`src/mini_mcu_pkg.sv`:
```
////////////////////////////////////////
// bank size and peripheral window are fixed here
// register offsets are word aligned inside 4 KiB
////////////////////////////////////////
package mini_mcu_pkg;

  // bus widths
  typedef logic [31:0] addr_t;
  typedef logic [31:0] data_t;
  typedef logic [3:0]  be_t;
  typedef logic [7:0]  word_idx_t;
  typedef logic [11:0] periph_off_t;

  // memory map
  localparam int unsigned RAM_NUM_BANKS   = 2;
  localparam int unsigned RAM_BANK_WORDS  = 256;
  localparam int unsigned RAM_ADDR_LSB    = $clog2(RAM_BANK_WORDS) + 2;
  localparam addr_t       RAM0_BASE       = 32'h0000_0000;
  localparam addr_t       RAM1_BASE       = 32'h0000_0400;
  localparam addr_t       PERIPH_BASE     = 32'h2000_0000;
  localparam int unsigned PERIPH_ADDR_LSB = 12;

  // peripheral registers
  localparam periph_off_t EXIT_OFFSET        = 12'h000;
  localparam periph_off_t UART_TX_OFFSET     = 12'h010;
  localparam periph_off_t UART_STATUS_OFFSET = 12'h014;

  // returned for unmapped reads
  localparam data_t BUS_ERR_RDATA = 32'hBADC_0DE0;

  // uart bit timing
  localparam int unsigned UART_CLKS_PER_BIT = 4;
  localparam int unsigned UART_CNT_W        = $clog2(UART_CLKS_PER_BIT);

  typedef enum logic [1:0] {
    IDLE,
    START,
    DATA,
    STOP
  } uart_state_t;

endpackage

```
`src/system_bus.sv`:
```
////////////////////////////////////////
// at most one grant per cycle across two masters
// every target must answer one cycle after gnt
////////////////////////////////////////
`timescale 1ns/10ps

module system_bus (
  input  logic                clk_i,
  input  logic                rst_i,
  // host master
  input  logic                host_req_i, host_we_i,
  input  mini_mcu_pkg::addr_t host_addr_i,
  input  mini_mcu_pkg::be_t   host_be_i,
  input  mini_mcu_pkg::data_t host_wdata_i,
  output logic                host_gnt_o, host_rvalid_o,
  output mini_mcu_pkg::data_t host_rdata_o,
  // external master
  input  logic                ext_req_i, ext_we_i,
  input  mini_mcu_pkg::addr_t ext_addr_i,
  input  mini_mcu_pkg::be_t   ext_be_i,
  input  mini_mcu_pkg::data_t ext_wdata_i,
  output logic                ext_gnt_o, ext_rvalid_o,
  output mini_mcu_pkg::data_t ext_rdata_o,
  // ram bank 0
  output logic                ram0_req_o, ram0_we_o,
  output mini_mcu_pkg::addr_t ram0_addr_o,
  output mini_mcu_pkg::be_t   ram0_be_o,
  output mini_mcu_pkg::data_t ram0_wdata_o,
  input  logic                ram0_gnt_i, ram0_rvalid_i,
  input  mini_mcu_pkg::data_t ram0_rdata_i,
  // ram bank 1
  output logic                ram1_req_o, ram1_we_o,
  output mini_mcu_pkg::addr_t ram1_addr_o,
  output mini_mcu_pkg::be_t   ram1_be_o,
  output mini_mcu_pkg::data_t ram1_wdata_o,
  input  logic                ram1_gnt_i, ram1_rvalid_i,
  input  mini_mcu_pkg::data_t ram1_rdata_i,
  // peripheral block
  output logic                periph_req_o, periph_we_o,
  output mini_mcu_pkg::addr_t periph_addr_o,
  output mini_mcu_pkg::be_t   periph_be_o,
  output mini_mcu_pkg::data_t periph_wdata_o,
  input  logic                periph_gnt_i, periph_rvalid_i,
  input  mini_mcu_pkg::data_t periph_rdata_i
);
  import mini_mcu_pkg::*;

  logic       last_ext_q;
  logic       sel_ext, win_req, win_we;
  addr_t      win_addr;
  be_t        win_be;
  data_t      win_wdata;
  logic       hit_ram0, hit_ram1, hit_periph;
  logic [3:0] sel;
  logic [3:0] rsp_sel_q;
  logic       tgt_gnt, rsp_valid;
  data_t      rsp_rdata;

  // ext only wins a tie if host went last
  assign sel_ext   = ext_req_i & (~host_req_i | ~last_ext_q);
  assign win_req   = host_req_i | ext_req_i;
  assign win_addr  = sel_ext ? ext_addr_i : host_addr_i;
  assign win_we    = sel_ext ? ext_we_i : host_we_i;
  assign win_be    = sel_ext ? ext_be_i : host_be_i;
  assign win_wdata = sel_ext ? ext_wdata_i : host_wdata_i;

  assign hit_ram0   = win_addr[31:RAM_ADDR_LSB] == RAM0_BASE[31:RAM_ADDR_LSB];
  assign hit_ram1   = win_addr[31:RAM_ADDR_LSB] == RAM1_BASE[31:RAM_ADDR_LSB];
  assign hit_periph = win_addr[31:PERIPH_ADDR_LSB] == PERIPH_BASE[31:PERIPH_ADDR_LSB];

  // {err, periph, ram1, ram0}
  assign sel = {4{win_req}} & {~(hit_ram0 | hit_ram1 | hit_periph), hit_periph,
                               hit_ram1, hit_ram0};

  assign ram0_req_o   = sel[0];
  assign ram1_req_o   = sel[1];
  assign periph_req_o = sel[2];
  assign {ram0_addr_o, ram1_addr_o, periph_addr_o}    = {3{win_addr}};
  assign {ram0_we_o, ram1_we_o, periph_we_o}          = {3{win_we}};
  assign {ram0_be_o, ram1_be_o, periph_be_o}          = {3{win_be}};
  assign {ram0_wdata_o, ram1_wdata_o, periph_wdata_o} = {3{win_wdata}};

  // error responder always grants
  assign tgt_gnt    = |(sel & {1'b1, periph_gnt_i, ram1_gnt_i, ram0_gnt_i});
  assign host_gnt_o = tgt_gnt & ~sel_ext;
  assign ext_gnt_o  = tgt_gnt & sel_ext;

  // last_ext_q also names the owner of the response in flight
  always_ff @(posedge clk_i) begin
    if (rst_i) begin
      rsp_sel_q  <= '0;
      last_ext_q <= 1'b1;
    end else begin
      rsp_sel_q <= tgt_gnt ? sel : '0;
      if (tgt_gnt) begin
        last_ext_q <= sel_ext;
      end
    end
  end

  assign rsp_valid = (rsp_sel_q[0] & ram0_rvalid_i) | (rsp_sel_q[1] & ram1_rvalid_i) |
                     (rsp_sel_q[2] & periph_rvalid_i) | rsp_sel_q[3];
  assign rsp_rdata = ({32{rsp_sel_q[0]}} & ram0_rdata_i) |
                     ({32{rsp_sel_q[1]}} & ram1_rdata_i) |
                     ({32{rsp_sel_q[2]}} & periph_rdata_i) |
                     ({32{rsp_sel_q[3]}} & BUS_ERR_RDATA);

  assign host_rvalid_o = rsp_valid & ~last_ext_q;
  assign ext_rvalid_o  = rsp_valid & last_ext_q;
  assign host_rdata_o  = rsp_rdata;
  assign ext_rdata_o   = rsp_rdata;

  // address map regions must not overlap
  a_one_target: assert property (@(posedge clk_i) disable iff (rst_i) $onehot0(sel));
  // targets answer exactly one cycle later
  a_host_gnt_rvalid: assert property (@(posedge clk_i) disable iff (rst_i)
    host_gnt_o |=> host_rvalid_o);
  a_ext_gnt_rvalid: assert property (@(posedge clk_i) disable iff (rst_i)
    ext_gnt_o |=> ext_rvalid_o);

endmodule

```
`config.mk`:
```
export PLATFORM = sky130hd
export DESIGN_NAME = system_bus
export DESIGN_NICKNAME = d
export VERILOG_FILES = /design/src/mini_mcu_pkg.sv /design/src/system_bus.sv
export SDC_FILE = /design/constraint.sdc
export NUM_CORES = 1
export LEC_CHECK = 0
export ABC_AREA = 1
export BUFFER_PORTS_ARGS = -buffer_cell sky130_fd_sc_hd__buf_4
export CAP_MARGIN = 10
export CORE_AREA = 2 2 201 203
export CTS_CLUSTER_DIAMETER = 40
export DETAILED_ROUTE_END_ITERATION = 7
export DIE_AREA = 0 0 203 205
export GPL_TIMING_DRIVEN = 0
export HOLD_SLACK_MARGIN = 0.1
export PLACE_DENSITY = 0.37
export SLEW_MARGIN = 10
export SYNTH_ARGS = -nofsm -noshare
export SYNTH_HDL_FRONTEND = slang
export SYNTH_SLANG_ARGS = --single-unit
```
`constraint.sdc`:
```
create_clock -name clk_i -period 2.15 [get_ports clk_i]
set_input_delay 0 -clock clk_i [delete_from_list [all_inputs] [get_ports clk_i]]
set_output_delay 0 -clock clk_i [all_outputs]
set_load 0.02 [all_outputs]
```
Word-level counts from Yosys, hierarchy flattened
Index checks and enable logic that the tools add are counted.
{"block": "classes", "eq_ne": 2, "n_bitwise": 28, "reduce_logical": 3, "muxes": 4}
{"op": "AND 32 bit", "count": 3}
{"op": "OR 32 bit", "count": 3}
{"op": "two-way mux 32 bit", "count": 2}
{"op": "== test 22 x 1 -> 1 bit (second input constant)", "count": 1}
{"op": "logical NOT 22 bit", "count": 1}
{"op": "== test 20 x 18 -> 1 bit (second input constant)", "count": 1}
{"op": "AND 1 bit", "count": 8}
{"op": "AND 4 bit", "count": 2}
{"op": "OR 1 bit", "count": 7}
{"op": "inverter 1 bit", "count": 5}
{"op": "two-way mux 4 bit", "count": 1}
{"op": "OR reduction 4 bit", "count": 1}
{"op": "OR reduction 2 bit", "count": 1}
{"op": "two-way mux 1 bit", "count": 1}
{"block": "totals", "ff_bits": 5, "word_cells": 39, "out_inout_bits": 278, "inputBits": 244}

Longest topological paths before layout
{"block": "logic_depth", "depth_word": 13, "mapped_depth": 15, "depth_no_buf": 14}

Worst setup path after synthesis
Ideal clock, no wire load.
{"block": "synth_timing", "kind": "register to register", "startpoint": "register last_ext_q", "endpoint": "register rsp_sel_q[1]", "stages_incl_launch_ff": 13, "slack_ps": 204, "t_arrival_ps": 1882, "setup_ps": 64, "required_time_ps": 2086, "n_path_buf": 1, "synth_period_minus_slack_ps": 1946, "cell_sequence": "dfxtp_1 nand2_4 nand2_8 buf_12 nand2_1 nand2_1 nor2_1 nand2_1 nor2_1 nand2_1 nor2_1 inv_1 nor2_1"}
{"block": "synth_between", "word_cells_on_any_way": 15, "cone_classes": "eq/ne: 2; mux: 1; bitwise: 9; reduce/logical: 3"}
{"element": "from (decl)", "line_no": "system_bus.sv:48", "source": "logic last_ext_q;"}
{"element": "from (signal assigned)", "line_no": "system_bus.sv:96", "source": "last_ext_q <= sel_ext;"}
{"element": "inverter 1 bit *", "line_no": "system_bus.sv:60", "source": "assign sel_ext = ext_req_i & (~host_req_i | ~last_ext_q);"}
{"element": "OR 1 bit *", "line_no": "system_bus.sv:60"}
{"element": "AND 1 bit *", "line_no": "system_bus.sv:60"}
{"element": "two-way mux 32 bit *", "line_no": "system_bus.sv:62", "source": "assign win_addr = sel_ext ? ext_addr_i : host_addr_i;"}
{"element": "net periph_addr_o[20]", "line_no": "system_bus.sv:40", "source": "output mini_mcu_pkg::addr_t periph_addr_o,"}
{"element": "== test 22 x 1 -> 1 bit *", "line_no": "system_bus.sv:68", "source": "assign hit_ram1 = win_addr[31:RAM_ADDR_LSB] == RAM1_BASE[31:RAM_ADDR_LSB];"}
{"element": "AND 4 bit *", "line_no": "system_bus.sv:72", "source": "assign sel = {4{win_req}} & {~(hit_ram0 | hit_ram1 | hit_periph), hit_periph,"}
{"element": "net ram1_req_o", "line_no": "system_bus.sv:32", "source": "output logic ram1_req_o, ram1_we_o,"}
{"element": "AND 4 bit", "line_no": "system_bus.sv:84", "source": "assign tgt_gnt = |(sel & {1'b1, periph_gnt_i, ram1_gnt_i, ram0_gnt_i});"}
{"element": "OR reduction 4 bit", "line_no": "system_bus.sv:84"}
{"element": "inverter 1 bit (no line)"}
{"element": "OR reduction 2 bit (no line)"}
{"element": "to (signal assigned)", "line_no": "system_bus.sv:94", "source": "rsp_sel_q <= tgt_gnt ? sel : '0;"}
{"element": "to (decl)", "line_no": "system_bus.sv:55", "source": "logic [3:0] rsp_sel_q;"}
The timed path passes the listed nets; every way through them passes the cells marked *.
A chain may end at the register's enable or synchronous reset.

Worst setup path after layout
{"block": "layout_timing", "startpoint": "register last_ext_q", "endpoint": "register rsp_sel_q[3]"}
{"block": "layout_between", "elab_chain_cells": 13, "word_cells_on_any_way": 15, "cone_classes": "eq/ne: 2; mux: 1; bitwise: 9; reduce/logical: 3"}
{"element": "inverter 1 bit *", "line_no": "system_bus.sv:60"}
{"element": "OR 1 bit *", "line_no": "system_bus.sv:60"}
{"element": "AND 1 bit *", "line_no": "system_bus.sv:60"}
{"element": "two-way mux 32 bit *", "line_no": "system_bus.sv:62"}
{"element": "== test 22 x 1 -> 1 bit or logical NOT 22 bit (tied branches)", "line_no": "system_bus.sv:68, system_bus.sv:67"}
{"element": "OR 1 bit (2 in series)", "line_no": "system_bus.sv:72"}
{"element": "inverter 1 bit", "line_no": "system_bus.sv:72"}
{"element": "AND 4 bit *", "line_no": "system_bus.sv:72"}
{"element": "AND 4 bit", "line_no": "system_bus.sv:84"}
{"element": "OR reduction 4 bit", "line_no": "system_bus.sv:84"}
{"element": "inverter 1 bit (no line)"}
{"element": "OR reduction 2 bit (no line)"}
Mark *: on every way between the ends. The rest lies on a longest branch, timed or not.

==> out/metrics.csv <==
stage;metric;value;unit
layout;area_delta_synth_final;145;%
timing;period_needed;2.14;ns
power_and_ir_drop;peakVddDrop;0.225;mV
layout;drive_gt1_share;65.0;%
global_routing;grt.total_usage;11.1;%
routing;postRouteAntennaNets;0;
global_routing;grt_pass1_vias;5541;
timing;fin_worst_skew;0.000953;ns
worst_setup_path;required;2.26;ns
worst_setup_path;crit_slowest_cell;dfxtp_4;
routing;firstDrtPassIters;6;
placement;io_buffer_count;520;
layout;post-route-util;21.6;%
clock_tree;clock_latency;0.22;ns
power_and_ir_drop;powerDensity;340;mW/mm²
layout;most-common-layout-cells;706 x buf_4, 255 x nand2_1, 50 x inv_1;
die;io_pins;522;
synth;synth_area;0.00348;mm²
synth;postSynthAreaPerCell;5.22;µm²
flow_run;drv_cap;0;
timing;hold_slack;0.271;ns
worst_hold_path;hp-class;in2reg;
clock_tree;cts_buffers;3;
synth;yosysSeqAreaShare;2.88;%
clock_tree;cts_tree;done;
timing;relSlewSlack;62.8;%
synth;ys_warn_count;0;
die;die_h;205;µm
worst_setup_path;crit_top_cell;nand2_2;
global_routing;grt_start_max_net_pins;11;
timing;slew_viol_final;0;
worst_setup_path;path_class;reg2reg;
worst_setup_path;cp_max_fo;7;
synth;yosysUniqueCellTypes;25;
global_routing;antenna_found_initial;1;
clock_tree;cts.sinks;5;
routing;drc;0;
routing;wl_met3;1920;µm
worst_setup_path;path_buf_inv;4;
global_routing;grt_pass1_wl;34500;µm
power_and_ir_drop;power;2.90;mW
synth;syn-num-nets;910;
global_routing;gr-total-overflow;0;
synth;synthTopCellsByArea;buf_4 37%, nand2_1 31%, nand3_1 6.8%;
synth;synth_top_area_share;36.9;%
timing;fin_ws;0.00957;ns
die;die_area;0.0416;mm²
synth;synth-seq-cells;5;
layout;final_common_cell;buf_4;
timing;finalHoldViolCount;0;
placement;hpwl;22900;µm
placement;dp_slack;-0.811;ns
worst_setup_path;max_stage_delay;0.37;ns
routing;viasPerCell;3.35;
worst_setup_path;cp-start-kind;flop;
timing;fmax;0.467;GHz
synth;synth_top_cell_by_area;buf_4;
clock_tree;clkTransAtPathRegs;0.03;ns
routing;wl_met1;9460;µm
routing;highest_layer;met4;
clock_tree;htreeDepth;1;
die;start_util;8.84;%
timing;finalCritPeriodShare;99.6;%
die;die_w;203;µm
synth;synth_cells;666;
timing;rsz0062_at_grt;yes;
routing;post_drt_wl_per_cell;14.8;µm
layout;diodes;0;
routing;initialDrtViolationCount;198;
placement;place_congestion;0.792;
timing;max_slew.worst_pin.slew;0.557;ns
run_status;status;complete, no violations;
die;core_area;0.0394;mm²
power_and_ir_drop;leakage;4.94;nW
clock_tree;cts_root_buf;clkbuf_16;
clock_tree;cts_buffer_depth;2;
routing;route.met2.wl;13900;µm
worst_setup_path;cp-end-kind;flop;
die;std_cell_rows;73;
layout;final_nets;1455;
worst_setup_path;cp.arrival;2.25;ns
routing;vias;5808;
worst_setup_path;crit_chain;nand2_8 > nand2_8 > buf_12 > nand2_1 > nand2_2 > nand2_2 > inv_2 > nand2_2 > nor2_4 > o21ai_2 > nand2_2 > nand2_4 > buf_4 > buf_6 > o21ai_4 > nor2_1;
worst_setup_path;path_delay_family;simple AND/OR/NAND/NOR gates;
timing;setup_viol;0;
routing;wl;25700;µm
[what timing repair did]
action | CTS | global route
gates cloned | 0 | 1
hold endpoints to repair | 1 | 0
endpoints found under the setup margin | 107 | 13
pin swaps | 2 | 16
setup buffers | 8 | 10
hold buffers | 1 | 0
resized for setup | 35 | 45
[worst paths after layout]
path | depth (start not counted) | endpoint | from | slack [ns]
min | 5 | last_ext_q | periph_gnt_i | 0.27
max | 16 | rsp_sel_q[3] | last_ext_q | 0.01
max reg2reg | 16 | rsp_sel_q[3] | last_ext_q | 0.01
min reg2reg | 3 | last_ext_q | last_ext_q | 0.73
[state kept, by name, summed over array words and instances (netlist names)]
register	flops
rsp_sel_q	4
last_ext_q	1
[report_power, final]
| group | internal (mW) | switching, mW | total (mW) |
|---|---|---|---|
| Combinational | 1.25 | 1.25 | 2.50 |
| Sequential | 0.0964 | 0.00421 | 0.101 |
| Clock | 0.245 | 0.0528 | 0.298 |
| Total | 1.59 | 1.30 | 2.90 |
[layer usage]
layer  vias up  track usage, %
met2       315            22.3
li1       2944               -
met1      2538            11.9
met5         -               0
met3        11            2.29
met4         0            2.22
[tightest hold or removal path, stage by stage]
cell and delay, ns:
buf_4 0.08, nand3_1 0.11, nand2_4 0.14, o21ai_2 0.07, nand3_1 0.06
[cell type report]
cell class / instances / area [µm²]
multi-input combinational: 405 / 1900
timing repair buffer: 540 / 4090
inverter: 55 / 209
clock buffer: 4 / 78.8
sequential: 5 / 104
buffer: 201 / 1480
fill: 4545 / 30800
tap: 525 / 657
[synth_stat cells]
library cell    n
a21o_1          1
a21oi_1        16
a221oi_1        1
buf_1           3
buf_12          1
buf_2           2
buf_4         171
buf_6           3
clkbuf_1       21
dfxtp_1         5
inv_1          53
inv_2           2
nand2_1       288
nand2_2         4
nand2_4         1
nand2_8         1
nand3_1        47
nand3b_1       13
nand4_1         2
nor2_1         24
nor2_2          2
nor2_4          1
o21ai_2         2
o21ai_4         1
o21bai_1        1
[per-stage QoR]
stage / instance area (µm²) / TNS (ns) / cells
after floorplan: 3480 / 0 / 666
after global placement: 8040 / -32.92 / 1711
after detailed placement: 8040 / -36.74 / 1711
after CTS: 8290 / -0.0443 / 1724
after global routing: 8520 / -0.904 / 1735
final: 8520 / 0 / 1735
[cell families after synthesis]
logic type | Yosys count | synth area share [%]
flops | 5 | 2.88
compound gates | 22 | 3.96
buf+inv | 256 | 47.3
simple gates | 383 | 45.9
No activity file was read; power rests on OpenSTA's default activity.
