==> src/mini_mcu_pkg.sv <==
////////////////////////////////////////
// bank size and peripheral window are fixed here
// register offsets are word aligned inside 4 KiB
////////////////////////////////////////
package mini_mcu_pkg;

  // bus widths
  typedef logic [31:0] addr_t;
  typedef logic [31:0] data_t;
  typedef logic [3:0]  be_t;
  typedef logic [7:0]  word_idx_t;
  typedef logic [11:0] periph_off_t;

  // memory map
  localparam int unsigned RAM_NUM_BANKS   = 2;
  localparam int unsigned RAM_BANK_WORDS  = 256;
  localparam int unsigned RAM_ADDR_LSB    = $clog2(RAM_BANK_WORDS) + 2;
  localparam addr_t       RAM0_BASE       = 32'h0000_0000;
  localparam addr_t       RAM1_BASE       = 32'h0000_0400;
  localparam addr_t       PERIPH_BASE     = 32'h2000_0000;
  localparam int unsigned PERIPH_ADDR_LSB = 12;

  // peripheral registers
  localparam periph_off_t EXIT_OFFSET        = 12'h000;
  localparam periph_off_t UART_TX_OFFSET     = 12'h010;
  localparam periph_off_t UART_STATUS_OFFSET = 12'h014;

  // returned for unmapped reads
  localparam data_t BUS_ERR_RDATA = 32'hBADC_0DE0;

  // uart bit timing
  localparam int unsigned UART_CLKS_PER_BIT = 4;
  localparam int unsigned UART_CNT_W        = $clog2(UART_CLKS_PER_BIT);

  typedef enum logic [1:0] {
    IDLE,
    START,
    DATA,
    STOP
  } uart_state_t;

endpackage

==> src/peripheral_subsystem.sv <==
////////////////////////////////////////
// exit, uart data and uart status registers
// a UART_TX write stalls while a frame is out
////////////////////////////////////////
`timescale 1ns/10ps

module peripheral_subsystem (
  input  logic                clk_i,
  input  logic                rst_i,
  input  logic                periph_req_i,
  input  mini_mcu_pkg::addr_t periph_addr_i,
  input  logic                periph_we_i,
  input  mini_mcu_pkg::be_t   periph_be_i,
  input  mini_mcu_pkg::data_t periph_wdata_i,
  output logic                periph_gnt_o,
  output logic                periph_rvalid_o,
  output mini_mcu_pkg::data_t periph_rdata_o,
  output logic                exit_valid_o,
  output mini_mcu_pkg::data_t exit_value_o,
  output logic                uart_tx_o
);
  import mini_mcu_pkg::*;

  periph_off_t offset;
  logic        is_exit, is_tx, is_status;
  logic        tx_wr, gnt, uart_busy, uart_start;
  logic        rvalid_q, exit_valid_q;
  data_t       rdata_q, exit_value_q;

  assign offset    = periph_addr_i[PERIPH_ADDR_LSB-1:0];
  assign is_exit   = offset == EXIT_OFFSET;
  assign is_tx     = offset == UART_TX_OFFSET;
  assign is_status = offset == UART_STATUS_OFFSET;

  // only back-pressure in the system
  assign tx_wr      = periph_req_i & periph_we_i & is_tx;
  assign gnt        = periph_req_i & ~(tx_wr & uart_busy);
  assign uart_start = tx_wr & ~uart_busy;

  always_ff @(posedge clk_i) begin
    if (rst_i) begin
      rvalid_q     <= 1'b0;
      exit_valid_q <= 1'b0;
      exit_value_q <= '0;
    end else begin
      rvalid_q <= gnt;
      if (gnt && periph_we_i && is_exit) begin
        exit_valid_q <= 1'b1;
        for (int i = 0; i < 4; i++) begin
          if (periph_be_i[i]) begin
            exit_value_q[8*i +: 8] <= periph_wdata_i[8*i +: 8];
          end
        end
      end
    end
  end

  // read data, tx and unknown offsets read zero
  always_ff @(posedge clk_i) begin
    if (gnt && !periph_we_i) begin
      if (is_exit) begin
        rdata_q <= exit_value_q;
      end else if (is_status) begin
        rdata_q <= data_t'(uart_busy);
      end else begin
        rdata_q <= '0;
      end
    end
  end

  uart_tx u_uart_tx (
    .clk_i  (clk_i),
    .rst_i  (rst_i),
    .start_i(uart_start),
    .data_i (periph_wdata_i[7:0]),
    .busy_o (uart_busy),
    .tx_o   (uart_tx_o)
  );

  assign periph_gnt_o    = gnt;
  assign periph_rvalid_o = rvalid_q;
  assign periph_rdata_o  = rdata_q;
  assign exit_valid_o    = exit_valid_q;
  assign exit_value_o    = exit_value_q;

endmodule

==> src/uart_tx.sv <==
////////////////////////////////////////
// 8N1 only, fixed bit period, no fifo
// start_i is ignored unless idle
////////////////////////////////////////
`timescale 1ns/10ps

module uart_tx (
  input  logic       clk_i,
  input  logic       rst_i,
  input  logic       start_i,
  input  logic [7:0] data_i,
  output logic       busy_o,
  output logic       tx_o
);
  import mini_mcu_pkg::*;

  uart_state_t           state_q;
  logic [UART_CNT_W-1:0] cnt_q;
  logic [2:0]            bit_q;
  logic [7:0]            shift_q;
  logic                  bit_end;

  assign bit_end = cnt_q == UART_CNT_W'(UART_CLKS_PER_BIT - 1);
  assign busy_o  = state_q != IDLE;

  always_comb begin
    case (state_q)
      START:   tx_o = 1'b0;
      DATA:    tx_o = shift_q[0];
      default: tx_o = 1'b1;
    endcase
  end

  always_ff @(posedge clk_i) begin
    if (rst_i) begin
      state_q <= IDLE;
      cnt_q   <= '0;
      bit_q   <= '0;
    end else begin
      if (state_q == IDLE || bit_end) begin
        cnt_q <= '0;
      end else begin
        cnt_q <= cnt_q + 1'b1;
      end
      case (state_q)
        IDLE: begin
          if (start_i) begin
            state_q <= START;
          end
        end
        START: begin
          if (bit_end) begin
            state_q <= DATA;
            bit_q   <= '0;
          end
        end
        DATA: begin
          if (bit_end) begin
            bit_q <= bit_q + 1'b1;
            if (bit_q == 3'd7) begin
              state_q <= STOP;
            end
          end
        end
        default: begin
          if (bit_end) begin
            state_q <= IDLE;
          end
        end
      endcase
    end
  end

  // lsb first
  always_ff @(posedge clk_i) begin
    if (state_q == IDLE && start_i) begin
      shift_q <= data_i;
    end else if (state_q == DATA && bit_end) begin
      shift_q <= {1'b0, shift_q[7:1]};
    end
  end

  // bus side must hold off while a frame is out
  a_no_start_busy: assert property (@(posedge clk_i) disable iff (rst_i)
    busy_o |-> !start_i);

endmodule

==> config.mk <==
export PLATFORM = sky130hd
export DESIGN_NAME = peripheral_subsystem
export DESIGN_NICKNAME = d
export VERILOG_FILES = /design/src/mini_mcu_pkg.sv /design/src/peripheral_subsystem.sv /design/src/uart_tx.sv
export SDC_FILE = /design/constraint.sdc
export NUM_CORES = 1
export LEC_CHECK = 0
export BUFFER_PORTS_ARGS = -buffer_cell sky130_fd_sc_hd__buf_2
export CORE_MARGIN = 2
export CORE_UTILIZATION = 50
export CTS_BUF_LIST = sky130_fd_sc_hd__clkbuf_2 sky130_fd_sc_hd__clkbuf_4 sky130_fd_sc_hd__clkbuf_8
export CTS_CLUSTER_DIAMETER = 30
export DETAILED_ROUTE_END_ITERATION = 8
export PLACE_DENSITY = 0.82
export RECOVER_POWER = 25
export SYNTH_ARGS = -nofsm -noshare
export SYNTH_HDL_FRONTEND = slang
export SYNTH_SLANG_ARGS = --single-unit
==> constraint.sdc <==
create_clock -name clk_i -period 2.1 [get_ports clk_i]
set_input_delay 0 -clock clk_i [delete_from_list [all_inputs] [get_ports clk_i]]
set_output_delay 0 -clock clk_i [all_outputs]
set_load 0.005 [all_outputs]
==> Yosys cells after proc, flatten, opt, wreduce, memory -nomap -nowiden <==
Cells that the tools add are included.
Widths: inputs -> output; s select.
{ "classes": {"reduce_logical": 20, "n_bitwise": 7, "n_mul": 0, "shift": 0, "eq_ne": 10, "magnitude_cmp": 0, "add_sub_neg": 2, "div": 0, "muxes": 14} }
{ "ops": {"columns": ["cell", "count"], "rows": [
  ["$mux 32", 1],
  ["$eq 12x5->1 const B", 2],
  ["$mux 8", 2],
  ["$logic_not 12->1", 1],
  ["$mux 2", 5],
  ["$ne 2x1->1 const B", 4],
  ["$reduce_and 2->1", 4],
  ["$reduce_bool 2->1", 4],
  ["$mux 3", 2],
  ["$pmux 2 s3", 1],
  ["$pmux 3 s2", 1],
  ["$and 1x1->1", 5],
  ["$logic_and 1x1->1", 5],
  ["$reduce_and 5->1", 1],
  ["$eq 2x2->1 const B", 2],
  ["$add 3x1->3 const B", 1],
  ["$eq 3x3->1 const B", 1],
  ["$reduce_and 3->1", 1],
  ["$add 2x1->2 const B", 1],
  ["$eq 2x1->1 const B", 1],
  ["$logic_not 2->1", 1],
  ["$not 1->1", 2],
  ["$pmux 1 s2", 1],
  ["$reduce_or 2->1", 1],
  ["3 further kinds", 3]
]} }
{ "word_totals": {"ram_bits": 0, "latchBits": 0, "elab_cells": 64, "inputBits": 72, "n_memories": 0, "rom_bits": 0, "reg_bits": 81} }

==> Longest topological paths before layout <==
Gate-level depths: netlist of the first run.
{ "logic_depth": {"ltp_word": 8, "depth_mapped": 7} }

==> By module <==
From an unflattened synthesis of the first run, not the netlist that was laid out.
{ "unflattened": {"hier_cells": 296, "area_unflattened_um2": 3608.5} }
{ "by_module_without_submodules": {"columns": ["mod", "area_per_inst_um2", "cells_per_inst", "seq_area_each_um2", "instances"], "rows": [
  ["peripheral_subsystem", 2865.2, 233, 1641.6, 1],
  ["uart_tx", 743.2, 63, 380.4, 1]
]} }

==> Least setup slack after synthesis of the first run <==
No wires, ideal clock.
{ "synth_path": {"path_kind": "input to register", "start": "input port periph_we_i", "end": "register rdata_q[0], in the netlist periph_rdata_o[0], enable pin", "required_time_ps": 1675, "t_arrival_ps": 1452, "setup_slack_ps": 222, "setup_ps": 425, "stages": 1, "cell_sequence": "nor2b_1"} }
{ "synth_between": {"elab_chain_cells": 6, "word_cells_on_any_way": 7} }
{ "synth_rtl": {"columns": ["item", "line_no", "source"], "rows": [
  ["start: declaration", "peripheral_subsystem.sv:12", "input logic periph_we_i,"],
  ["$and 1x1->1 (2 in series)", "peripheral_subsystem.sv:36", "assign tx_wr = periph_req_i & periph_we_i & is_tx;"],
  ["$and 1x1->1", "peripheral_subsystem.sv:37", "assign gnt = periph_req_i & ~(tx_wr & uart_busy);"],
  ["$not 1->1", "peripheral_subsystem.sv:37", null],
  ["$and 1x1->1", "peripheral_subsystem.sv:37", null],
  ["$logic_and 1x1->1 *", "peripheral_subsystem.sv:60", "if (gnt && !periph_we_i) begin"],
  ["end signal: assignment", "peripheral_subsystem.sv:62", "rdata_q <= exit_value_q;"],
  ["end signal: assignment", "peripheral_subsystem.sv:64", "rdata_q <= data_t'(uart_busy);"],
  ["end: declaration", "peripheral_subsystem.sv:28", "data_t rdata_q, exit_value_q;"]
]} }
Mark *: on every way between the ends. The rest lies on a longest branch, timed or not.
A chain may end at the register's enable or synchronous reset.

==> Worst setup path after layout of the first run <==
{ "layout_path": {"start": "register u_uart_tx.state_q[1]", "end": "register u_uart_tx.shift_q[3], data pin"} }
{ "layout_between": {"elab_chain_cells": 5, "word_cells_on_any_way": 6} }
{ "layout_rtl": {"columns": ["item", "line_no", "source"], "rows": [
  ["start: declaration", "uart_tx.sv:17", "uart_state_t state_q;"],
  ["start signal: assignment", "uart_tx.sv:36", "state_q <= IDLE;"],
  ["start signal: assignment", "uart_tx.sv:48", "state_q <= START;"],
  ["start signal: assignment", "uart_tx.sv:53", "state_q <= DATA;"],
  ["$reduce_bool 2->1", "uart_tx.sv:24", "assign busy_o = state_q != IDLE;"],
  ["$not 1->1", "peripheral_subsystem.sv:38", "assign uart_start = tx_wr & ~uart_busy;"],
  ["$and 1x1->1", "peripheral_subsystem.sv:38", null],
  ["$logic_and 1x1->1 *", "uart_tx.sv:76", "if (state_q == IDLE && start_i) begin"],
  ["$mux 8 *", "uart_tx.sv:76", null],
  ["end signal: assignment", "uart_tx.sv:77", "shift_q <= data_i;"],
  ["end signal: assignment", "uart_tx.sv:79", "shift_q <= {1'b0, shift_q[7:1]};"],
  ["end: declaration", "uart_tx.sv:20", "logic [7:0] shift_q;"]
]} }
Marks and branches as above.

==> flow_summary.ini, run 1 <==
[yosys]
synth.top_cell.area_share = 0.347
yosys.area_share.simple = 0.190
synth_mux_area_frac = 0.0257
synth_area_leader_cell = edfxtp_1
synth_edf_count = 40
yosysUniqueCellTypes = 37
synth-xor-area-share = 0
synth.most_common_cell = dfxtp_1
yosysSeqAreaShare = 0.585
synth_compound_area_frac = 0.116
synthCells = 305
synth.cell_area_um2 = 3460
netlist_top_cells_count = 41 x dfxtp_1, 40 x edfxtp_1, 36 x a21oi_1, 36 x nand4_1, 33 x o21ai_0
synthAdderAreaFrac = 0.0217
synth_top_family_by_area = simple AND/OR/NAND/NOR gates
synth_area_leaders = edfxtp_1 35%, dfxtp_1 24%, nand4_1 6.5%
synth-seq-cells = 81
synth_nets = 383
ys.flop_type = dfxtp_1
yosysWarningCount = 0
ys_async_sr_fraction = 0
avgSynthCellArea_um2 = 11.3

[final_layout]
diodes = 0
regArea_um2 = 2020
nets = 549
nFillCells = 484
final_cells = 556
syn2layout_area_growth_pct = 36.8
multi_input_area_um2 = 1230
fin_util = 0.700
final_layout_size_suffix_gt1_frac = 0.298

[sta]
relSlewSlack = 0.424
worst_pin_slew_ns = 0.864
rsz0062_at_grt = no
max_freq_mhz = 581
skew_ns = 0.00921
hold_violations = 0
final.setup.tns_ns = 0
finalCritPeriodShare = 0.819
hold_slack_ns = 0.0224
period_minus_slack_ns = 1.72
maxSlewViolCount = 0
setup_viol = 0

[worst_setup_path]
arrival_ns = 1.81
crit_fanout = 8
critPathKind = register to register
r2r-end = u_uart_tx.shift_q[3]
rr_startpoint = u_uart_tx.state_q[1]
rrSetupSlack_ns = 0.38
cp-end-kind = register
critPathLaunchType = register
crit_required_ns = 2.19
ff2ff_path_depth = 5

[place]
io_buffers = 119
dp_hpwl_mm = 5.27
dp_cells = 485
globalplace.congestion = 0.807

[cts]
cts_sinks = 81
numCtsBuffers = 9
htree_levels = 3
cts_tree = yes
clkSlewWorstSetupHoldPaths_ns = 0.07
clockBufferDepth = 2
clkLatencyLatePin_ns = 0.35
cts_root_buffer = clkbuf_8
post_cts_resized = 0

[pwr]
seq_power_share = 0.564
internal-power_w = 0.00227
comb_power_share = 0.111
leakage_nw = 1.81
clkPwrFrac = 0.325
switching_share = 0.242
ir_drop_uv = 369
p_sw_w = 0.000726
powerDensity_nw_per_um2 = 634
power_w = 0.00300

[floorplan]
die_area_um2 = 7600
core_area_um2 = 6760
row_count = 30
die-height_um = 87.2
pin_count = 140
die_w_um = 87.2
initial_utilization = 0.512

[min_path]
hp-class = primary input to register
hp-start = periph_be_i[3]
min_path_cells = 3
holdPathEnd = exit_value_o[27]

[detailed_routing]
finalWirelength_mm = 8.62
ant_nets = 0
dr_total_vias = 3049
wl_per_cell_um = 15.5
initialDrtViolationCount = 190
drt-pass1-iter-count = 4
vias_per_cell = 5.48
drc_errors = 0

[outcome]
status = finished, final reports clean

[grt]
grt_overflow = 0
track_usage = 0.232
grt_max_degree = 65
grt_pass1_wl_mm = 13.6
grt_pass1_vias = 2915
antenna_found_initial = 0

[run]
maxCapViolCount = 0
logic make-up (layout without fill, tap and decap cells):
logic type / Yosys count / in the layout
flip-flops: 81 / 81
AO/OA/AOI/OAI: 76 / 76
buffers and inverters: 29 / 200
multiplexers: 8 / 8
adder cells (fa/ha/maj): 6 / 6
AND/OR/NAND/NOR: 105 / 105
final cells by class:
class / count / share of cell area
clock buffers: 10 / 0.0278
clock inverters: 6 / 0.00741
inverters: 3 / 0.00238
multi-input cells: 195 / 0.261
flip-flops and latches: 81 / 0.428
well taps: 80 / 0.0212
repair buffers: 181 / 0.253
flip-flops by register name (all words and copies together) (netlist names):
| name | cells |
|---|---|
| exit_valid_o | 1 |
| u_uart_tx.shift_q | 8 |
| u_uart_tx.cnt_q | 2 |
| exit_value_o | 32 |
| u_uart_tx.state_q | 2 |
| periph_rdata_o | 32 |
| periph_rvalid_o | 1 |
| u_uart_tx.bit_q | 3 |
how the worst max path moves through the flow:
| stage | slack [ns] | end | start |
|---|---|---|---|
| finish | 0.38 | u_uart_tx.shift_q[3] | u_uart_tx.state_q[1] |
| global route | 0.25 | u_uart_tx.shift_q[0] | u_uart_tx.state_q[1] |
| CTS | 0.38 | u_uart_tx.shift_q[3] | u_uart_tx.state_q[1] |
| detailed placement | 0.39 | u_uart_tx.shift_q[3] | u_uart_tx.state_q[1] |
| global placement | 0.45 | u_uart_tx.shift_q[4] | u_uart_tx.state_q[0] |
| floorplan | 0.22 | periph_rdata_o[0] | periph_we_i |
metrics by stage:
step / cell area, um2 / setup slack (ns)
final: 4730 / 0.380
after CTS: 4740 / 0.377
after floorplan: 3460 / 0.222
after global routing: 4730 / 0.251
after detailed placement: 4030 / 0.389
after global placement: 4030 / 0.451
routing by layer:
| metal | routed length (um) | track usage | share of wire | up-vias |
|---|---|---|---|---|
| li1 | - | - | - | 1464 |
| met1 | 3590 | 0.278 | 0.42 | 1444 |
| met2 | 4310 | 0.400 | 0.50 | 122 |
| met3 | 478 | 0.0483 | 0.055 | 19 |
| met4 | 246 | 0.103 | 0.029 | 0 |
| met5 | 0 | 0 | 0 | - |
cell usage in the layout (no fill, tap or decap), drive strengths merged, types with 2 or more instances in the layout:
cell,n
nor2,10
clkbuf,21
nand3,3
dfxtp,41
nand2,9
and2,32
dlygate4sd3,55
a21o,2
o21ai,33
nor2b,3
nor4,4
ha,6
clkinv,6
nand4,36
mux2,7
inv,3
edfxtp,40
nand4b,2
a21oi,36
buf,115
power by group through the flow:
stage | registers, W | logic, W | clock network, W
after floorplan | 0.00173 | 0.000156 | 0
after global placement | 0.00172 | 0.000274 | 0
after detailed placement | 0.00173 | 0.000280 | 0
after CTS | 0.00169 | 0.000328 | 0.000997
after global routing | 0.00169 | 0.000363 | 0.00106
final | 0.00169 | 0.000333 | 0.000975
critical path, cell delays in order (launching register included):
cell     delay (ns)
dfxtp_1        0.33
inv_1          0.11
ha_1           0.19
nand2_1        0.09
nor2_2         0.35
mux2_2         0.40
what timing repair did:
action,CTS,global route
hold buffers,55,0
buffers inserted,0,0
endpoints found under the setup margin,0,0
hold endpoints to repair,39,0
Power figures use the tool's default switching activity.
==> inputs of run 2 (changes only) <==
--- a/config.mk
+++ b/config.mk
@@ -7,11 +7,11 @@
 export LEC_CHECK = 0
 export BUFFER_PORTS_ARGS = -buffer_cell sky130_fd_sc_hd__buf_2
 export CORE_MARGIN = 2
-export CORE_UTILIZATION = 50
+export CORE_UTILIZATION = 45
 export CTS_BUF_LIST = sky130_fd_sc_hd__clkbuf_2 sky130_fd_sc_hd__clkbuf_4 sky130_fd_sc_hd__clkbuf_8
 export CTS_CLUSTER_DIAMETER = 30
 export DETAILED_ROUTE_END_ITERATION = 8
-export PLACE_DENSITY = 0.82
+export PLACE_DENSITY = 0.78
 export RECOVER_POWER = 25
 export SYNTH_ARGS = -nofsm -noshare
 export SYNTH_HDL_FRONTEND = slang
==> constraint.sdc (replaced) <==
create_clock -name clk_i -period 1.5 [get_ports clk_i]
set_input_delay 0 -clock clk_i [delete_from_list [all_inputs] [get_ports clk_i]]
set_output_delay 0 -clock clk_i [all_outputs]
set_load 0.005 [all_outputs]
==> flow_summary.ini, run 2 (synthesized netlist as in run 1, its figures left out) <==
[detailed_routing]
dr_total_vias = 2989
wl_per_cell_um = 15.6
initialDrtViolationCount = 182
drt-pass1-iter-count = 4
ant_nets = 0
vias_per_cell = 5.28
drc_errors = 0
finalWirelength_mm = 8.84

[grt]
grt_pass1_wl_mm = 14.2
grt_overflow = 0
grt_pass1_vias = 2836
antenna_found_initial = 0
grt_max_degree = 65
track_usage = 0.213

[run]
maxCapViolCount = 0

[final_layout]
diodes = 0
syn2layout_area_growth_pct = 38.2
fin_util = 0.652
final_common_cell = buf_2
final_cell_mix = 108 x buf_2, 40 x edfxtp_1, 38 x dfxtp_1
nets = 541
final_layout_size_suffix_gt1_frac = 0.358

[sta]
maxSlewViolCount = 0
rsz0062_at_grt = yes
relSlewSlack = 0.444
worst_slack_ns = -0.00813
period_minus_slack_ns = 1.51
hold_violations = 0
skew_ns = 0.00528
finalCritPeriodShare = 1.01
max_freq_mhz = 663
hold_slack_ns = 0.0131
setup_viol = 1
worst_pin_slew_ns = 0.834

[floorplan]
die-height_um = 91.7
pin_count = 140
initial_utilization = 0.472
die_w_um = 91.7
core_area_um2 = 7330
row_count = 31
die_area_um2 = 8400

[worst_setup_path]
crit_required_ns = 1.78
crit_slowest_cell = or4b_1
critical_path.top_delay_family = simple AND/OR/NAND/NOR gates
cp_cell_sequence = inv_4 -> ha_4 -> nor2b_2 -> o2bb2ai_2 -> or4b_1 -> nand3_1
cp-end-kind = register
crit_fanout = 4
arrival_ns = 1.79
critPathLaunchType = register
critPathKind = register to register
path_buf_inv = 1
max_stage_delay_ns = 0.50

[cts]
cts_tree = yes
clockBufferDepth = 2
clkLatencyLatePin_ns = 0.35
numCtsBuffers = 9
cts_root_buffer = clkbuf_8
clkSlewWorstSetupHoldPaths_ns = 0.08
cts_sinks = 81
htree_levels = 3

[place]
globalplace.congestion = 0.830
dp_hpwl_mm = 5.73
io_buffers = 119

[pwr]
ir_drop_uv = 524
powerDensity_nw_per_um2 = 980
leakage_nw = 1.89

[outcome]
status = complete, but fails checks
violations = negative setup slack

[min_path]
hp-class = primary input to register
## run 2: changes by cell type in the layout (fill, tap and decap cells not counted), sizes merged
cell         before  now
buf             115  127
bufinv            0    2
clkinv            6    2
clkinvlp          0    1
dlygate4sd3      55   35
## run 2: routing by layer
layer	vias up	global-route usage	wire, um
li1	1446	-	-
met1	1408	0.278	3850
met2	113	0.342	4230
met3	22	0.0403	502
met4	0	0.104	268
met5	-	0	0
## run 2: layout make-up
cell class	instances	area (um2)
Fill cell	591	2550
Sequential cell	81	2030
Multi-Input combinational cell	195	1290
Timing Repair Buffer	173	1100
Clock buffer	10	131
Tap cell	99	124
Clock inverter	5	81.3
Inverter	3	16.3
## run 2: path summary, 6_finish.rpt
kind | start | endpoint | slack [ns] | depth (start not counted)
min | periph_be_i[3] | exit_value_o[27] | 0.01 | 3
min reg2reg | u_uart_tx.cnt_q[0] | u_uart_tx.cnt_q[0] | 0.45 | 1
max | u_uart_tx.state_q[0] | u_uart_tx.state_q[1] | -0.008 | 6
max reg2reg | u_uart_tx.state_q[0] | u_uart_tx.state_q[1] | -0.008 | 6
## run 2: power breakdown
part | total, W | internal, W | switching (W)
logic | 0.000585 | 0.000296 | 0.000288
registers | 0.00237 | 0.00235 | 0.0000200
clock network | 0.00172 | 0.000947 | 0.000777
## run 2: metrics by stage
step | setup slack [ns] | total power [W] | std cells | setup TNS [ns] | area (um2)
4_1_cts | 0.00801 | 0.00466 | 564 | 0 | 4780
3_5_place_dp | -0.0576 | 0.00285 | 512 | -0.691 | 4140
2_1_floorplan | 0.0000725 | 0.00268 | 305 | 0 | 3490
5_1_grt | -0.0556 | 0.00485 | 566 | -0.156 | 4780
6_report | -0.00813 | 0.00468 | 566 | -0.00813 | 4780
3_3_place_gp | -0.0236 | 0.00283 | 512 | -0.188 | 4140
## run 2: what timing repair did
item,in CTS,in global routing
setup buffers,2,2
hold buffers,35,0
endpoints found under the setup margin,19,12
resized for setup,14,7
endpoints found under the hold margin,39,0
pin swaps,2,3
## run 2: worst register-to-register path: cells and delay by family (launching register included)
family	cells	cell delay, ns
fa+ha+maj	1	0.16
simple gates	3	0.75
buf+inv	1	0.08
compound gates	1	0.10
flops	1	0.36
==> inputs of run 3 (changes only) <==
==> constraint.sdc (replaced) <==
create_clock -name clk_i -period 1.5 [get_ports clk_i]
set_input_delay 0.3 -clock clk_i [delete_from_list [all_inputs] [get_ports clk_i]]
set_output_delay 0.3 -clock clk_i [all_outputs]
set_load 0.005 [all_outputs]
==> flow_summary.ini, run 3 (synthesized netlist as in run 1, its figures left out) <==
[sta]
rsz0062_at_grt = yes
hold_violations = 0
worst_pin_slew_ns = 0.895
period_minus_slack_ns = 1.71
worst_slack_ns = -0.207
max_freq_mhz = 586
relSlewSlack = 0.403
finalCritPeriodShare = 1.14
skew_ns = 0.0107
maxSlewViolCount = 0
setup_viol = 31

[worst_setup_path]
crit_required_ns = 1.20
ff2ff_path_depth = 8
critPathKind = register to primary output
crit_fanout = 3
rr_startpoint = u_uart_tx.state_q[1]
cp-end-kind = primary output
cp_cell_sequence = inv_4 -> ha_4 -> buf_6 -> o31a_1 -> buf_2
arrival_ns = 1.41
r2r-end = u_uart_tx.state_q[1]
critPathLaunchType = register
rrSetupSlack_ns = -0.15
crit_slowest_cell = dfxtp_2
crit_cells = 5
critical_path.top_delay_family = flip-flops
max_stage_delay_ns = 0.36
path_buf_inv = 3

[detailed_routing]
dr_total_vias = 2909
drc_errors = 0
ant_nets = 0
wl_met2_mm = 4.37
wl_per_cell_um = 15.9
top_layer = met4
wl_met3_um = 507
initialDrtViolationCount = 138
drt-pass1-iter-count = 5
wl_met1_mm = 3.67
vias_per_cell = 5.32
finalWirelength_mm = 8.68

[place]
dp_slack_ns = -0.347
dp_cells = 521
dp_hpwl_mm = 5.77
io_buffers = 119
globalplace.congestion = 0.853

[final_layout]
syn2layout_area_growth_pct = 34.8
diodes = 0
final_cell_mix = 117 x buf_2, 40 x edfxtp_1, 39 x dfxtp_1
final_common_cell = buf_2
nFillCells = 580
nets = 521
final_layout_size_suffix_gt1_frac = 0.435
final_cells = 547

[grt]
grt_pass1_vias = 2632
grt_overflow = 0
grt_max_degree = 50
track_usage = 0.192
grt_pass1_wl_mm = 12.8
antenna_found_initial = 0

[pwr]
leakage_nw = 1.89
ir_drop_uv = 545
powerDensity_nw_per_um2 = 1030
internal-power_w = 0.00367
p_sw_w = 0.00111
seq_power_share = 0.496
clkPwrFrac = 0.383
comb_power_share = 0.122
switching_share = 0.232

[cts]
clockBufferDepth = 2
cts_root_buffer = clkbuf_8
clkSlewWorstSetupHoldPaths_ns = 0.09
cts_tree = yes
cts_sinks = 81
htree_levels = 3
clkLatencyLatePin_ns = 0.34
numCtsBuffers = 9

[floorplan]
die-height_um = 91.7
die_area_um2 = 8400
core_area_um2 = 7330
pin_count = 140
initial_utilization = 0.472
row_count = 31
die_w_um = 91.7

[outcome]
violations = negative setup slack
status = complete, but fails checks

[min_path]
min_path_cells = 3
hp-class = primary input to register
holdPathEnd = exit_value_o[15]
hp-start = periph_wdata_i[15]

[run]
maxCapViolCount = 0
## run 3: stage by stage
step	util	power, W	area, um2	hold WS, ns	TNS, ns
finish	0.636	0.00478	4660	0.206	-2.90
global route	0.636	0.00494	4660	0.204	-6.31
CTS	0.624	0.00479	4580	0.196	-0.907
detailed placement	0.576	0.00287	4220	0.428	-17.14
global placement	0.576	0.00286	4220	0.413	-13.14
floorplan	-	0.00267	3490	0.407	-1.33
## run 3: area by class of cell
cell class                      count  area [um2]  share of cell area
Clock inverter                      5        85.1              0.0182
Inverter                            3        16.3             0.00349
Multi-Input combinational cell    195        1360               0.292
Tap cell                           99         124              0.0266
Clock buffer                       11         151              0.0325
Timing Repair Buffer              153         898               0.193
Sequential cell                    81        2030               0.435
## run 3: what timing repair did
item	CTS	global route
buffers inserted	5	4
endpoints found under the setup margin	18	20
hold buffers	0	0
resized for setup	16	25
pin swaps	4	11
gates cloned	0	2
## run 3: worst min-delay path, cell delays in order
cell     delay [ns]
buf_2          0.10
nand4_1        0.06
a21oi_1        0.05
## run 3: how the worst max path moves through the flow
| stage | endpoint | slack [ns] | start |
|---|---|---|---|
| 2_1_floorplan | u_uart_tx.shift_q[0] | -0.10 | periph_addr_i[3] |
| 3_3_place_gp | u_uart_tx.shift_q[2] | -0.28 | periph_addr_i[9] |
| 3_5_place_dp | u_uart_tx.shift_q[5] | -0.35 | periph_addr_i[9] |
| 4_1_cts | periph_gnt_o | -0.24 | u_uart_tx.state_q[1] |
| 5_1_grt | periph_gnt_o | -0.26 | u_uart_tx.state_q[0] |
| 6_report | periph_gnt_o | -0.21 | u_uart_tx.state_q[0] |
## run 3: routing by layer
layer	GRT usage	vias to the layer above
met5	0	-
met4	0.0657	0
met3	0.0477	16
met2	0.321	106
met1	0.243	1380
li1	-	1407
## run 3: power by group through the flow
stage          logic, W  registers, W  clock network, W
5_1_grt        0.000622       0.00237           0.00195
6_report       0.000583       0.00237           0.00183
2_1_floorplan  0.000252       0.00242                 0
3_5_place_dp   0.000452       0.00242                 0
4_1_cts        0.000541       0.00237           0.00187
3_3_place_gp   0.000440       0.00241                 0
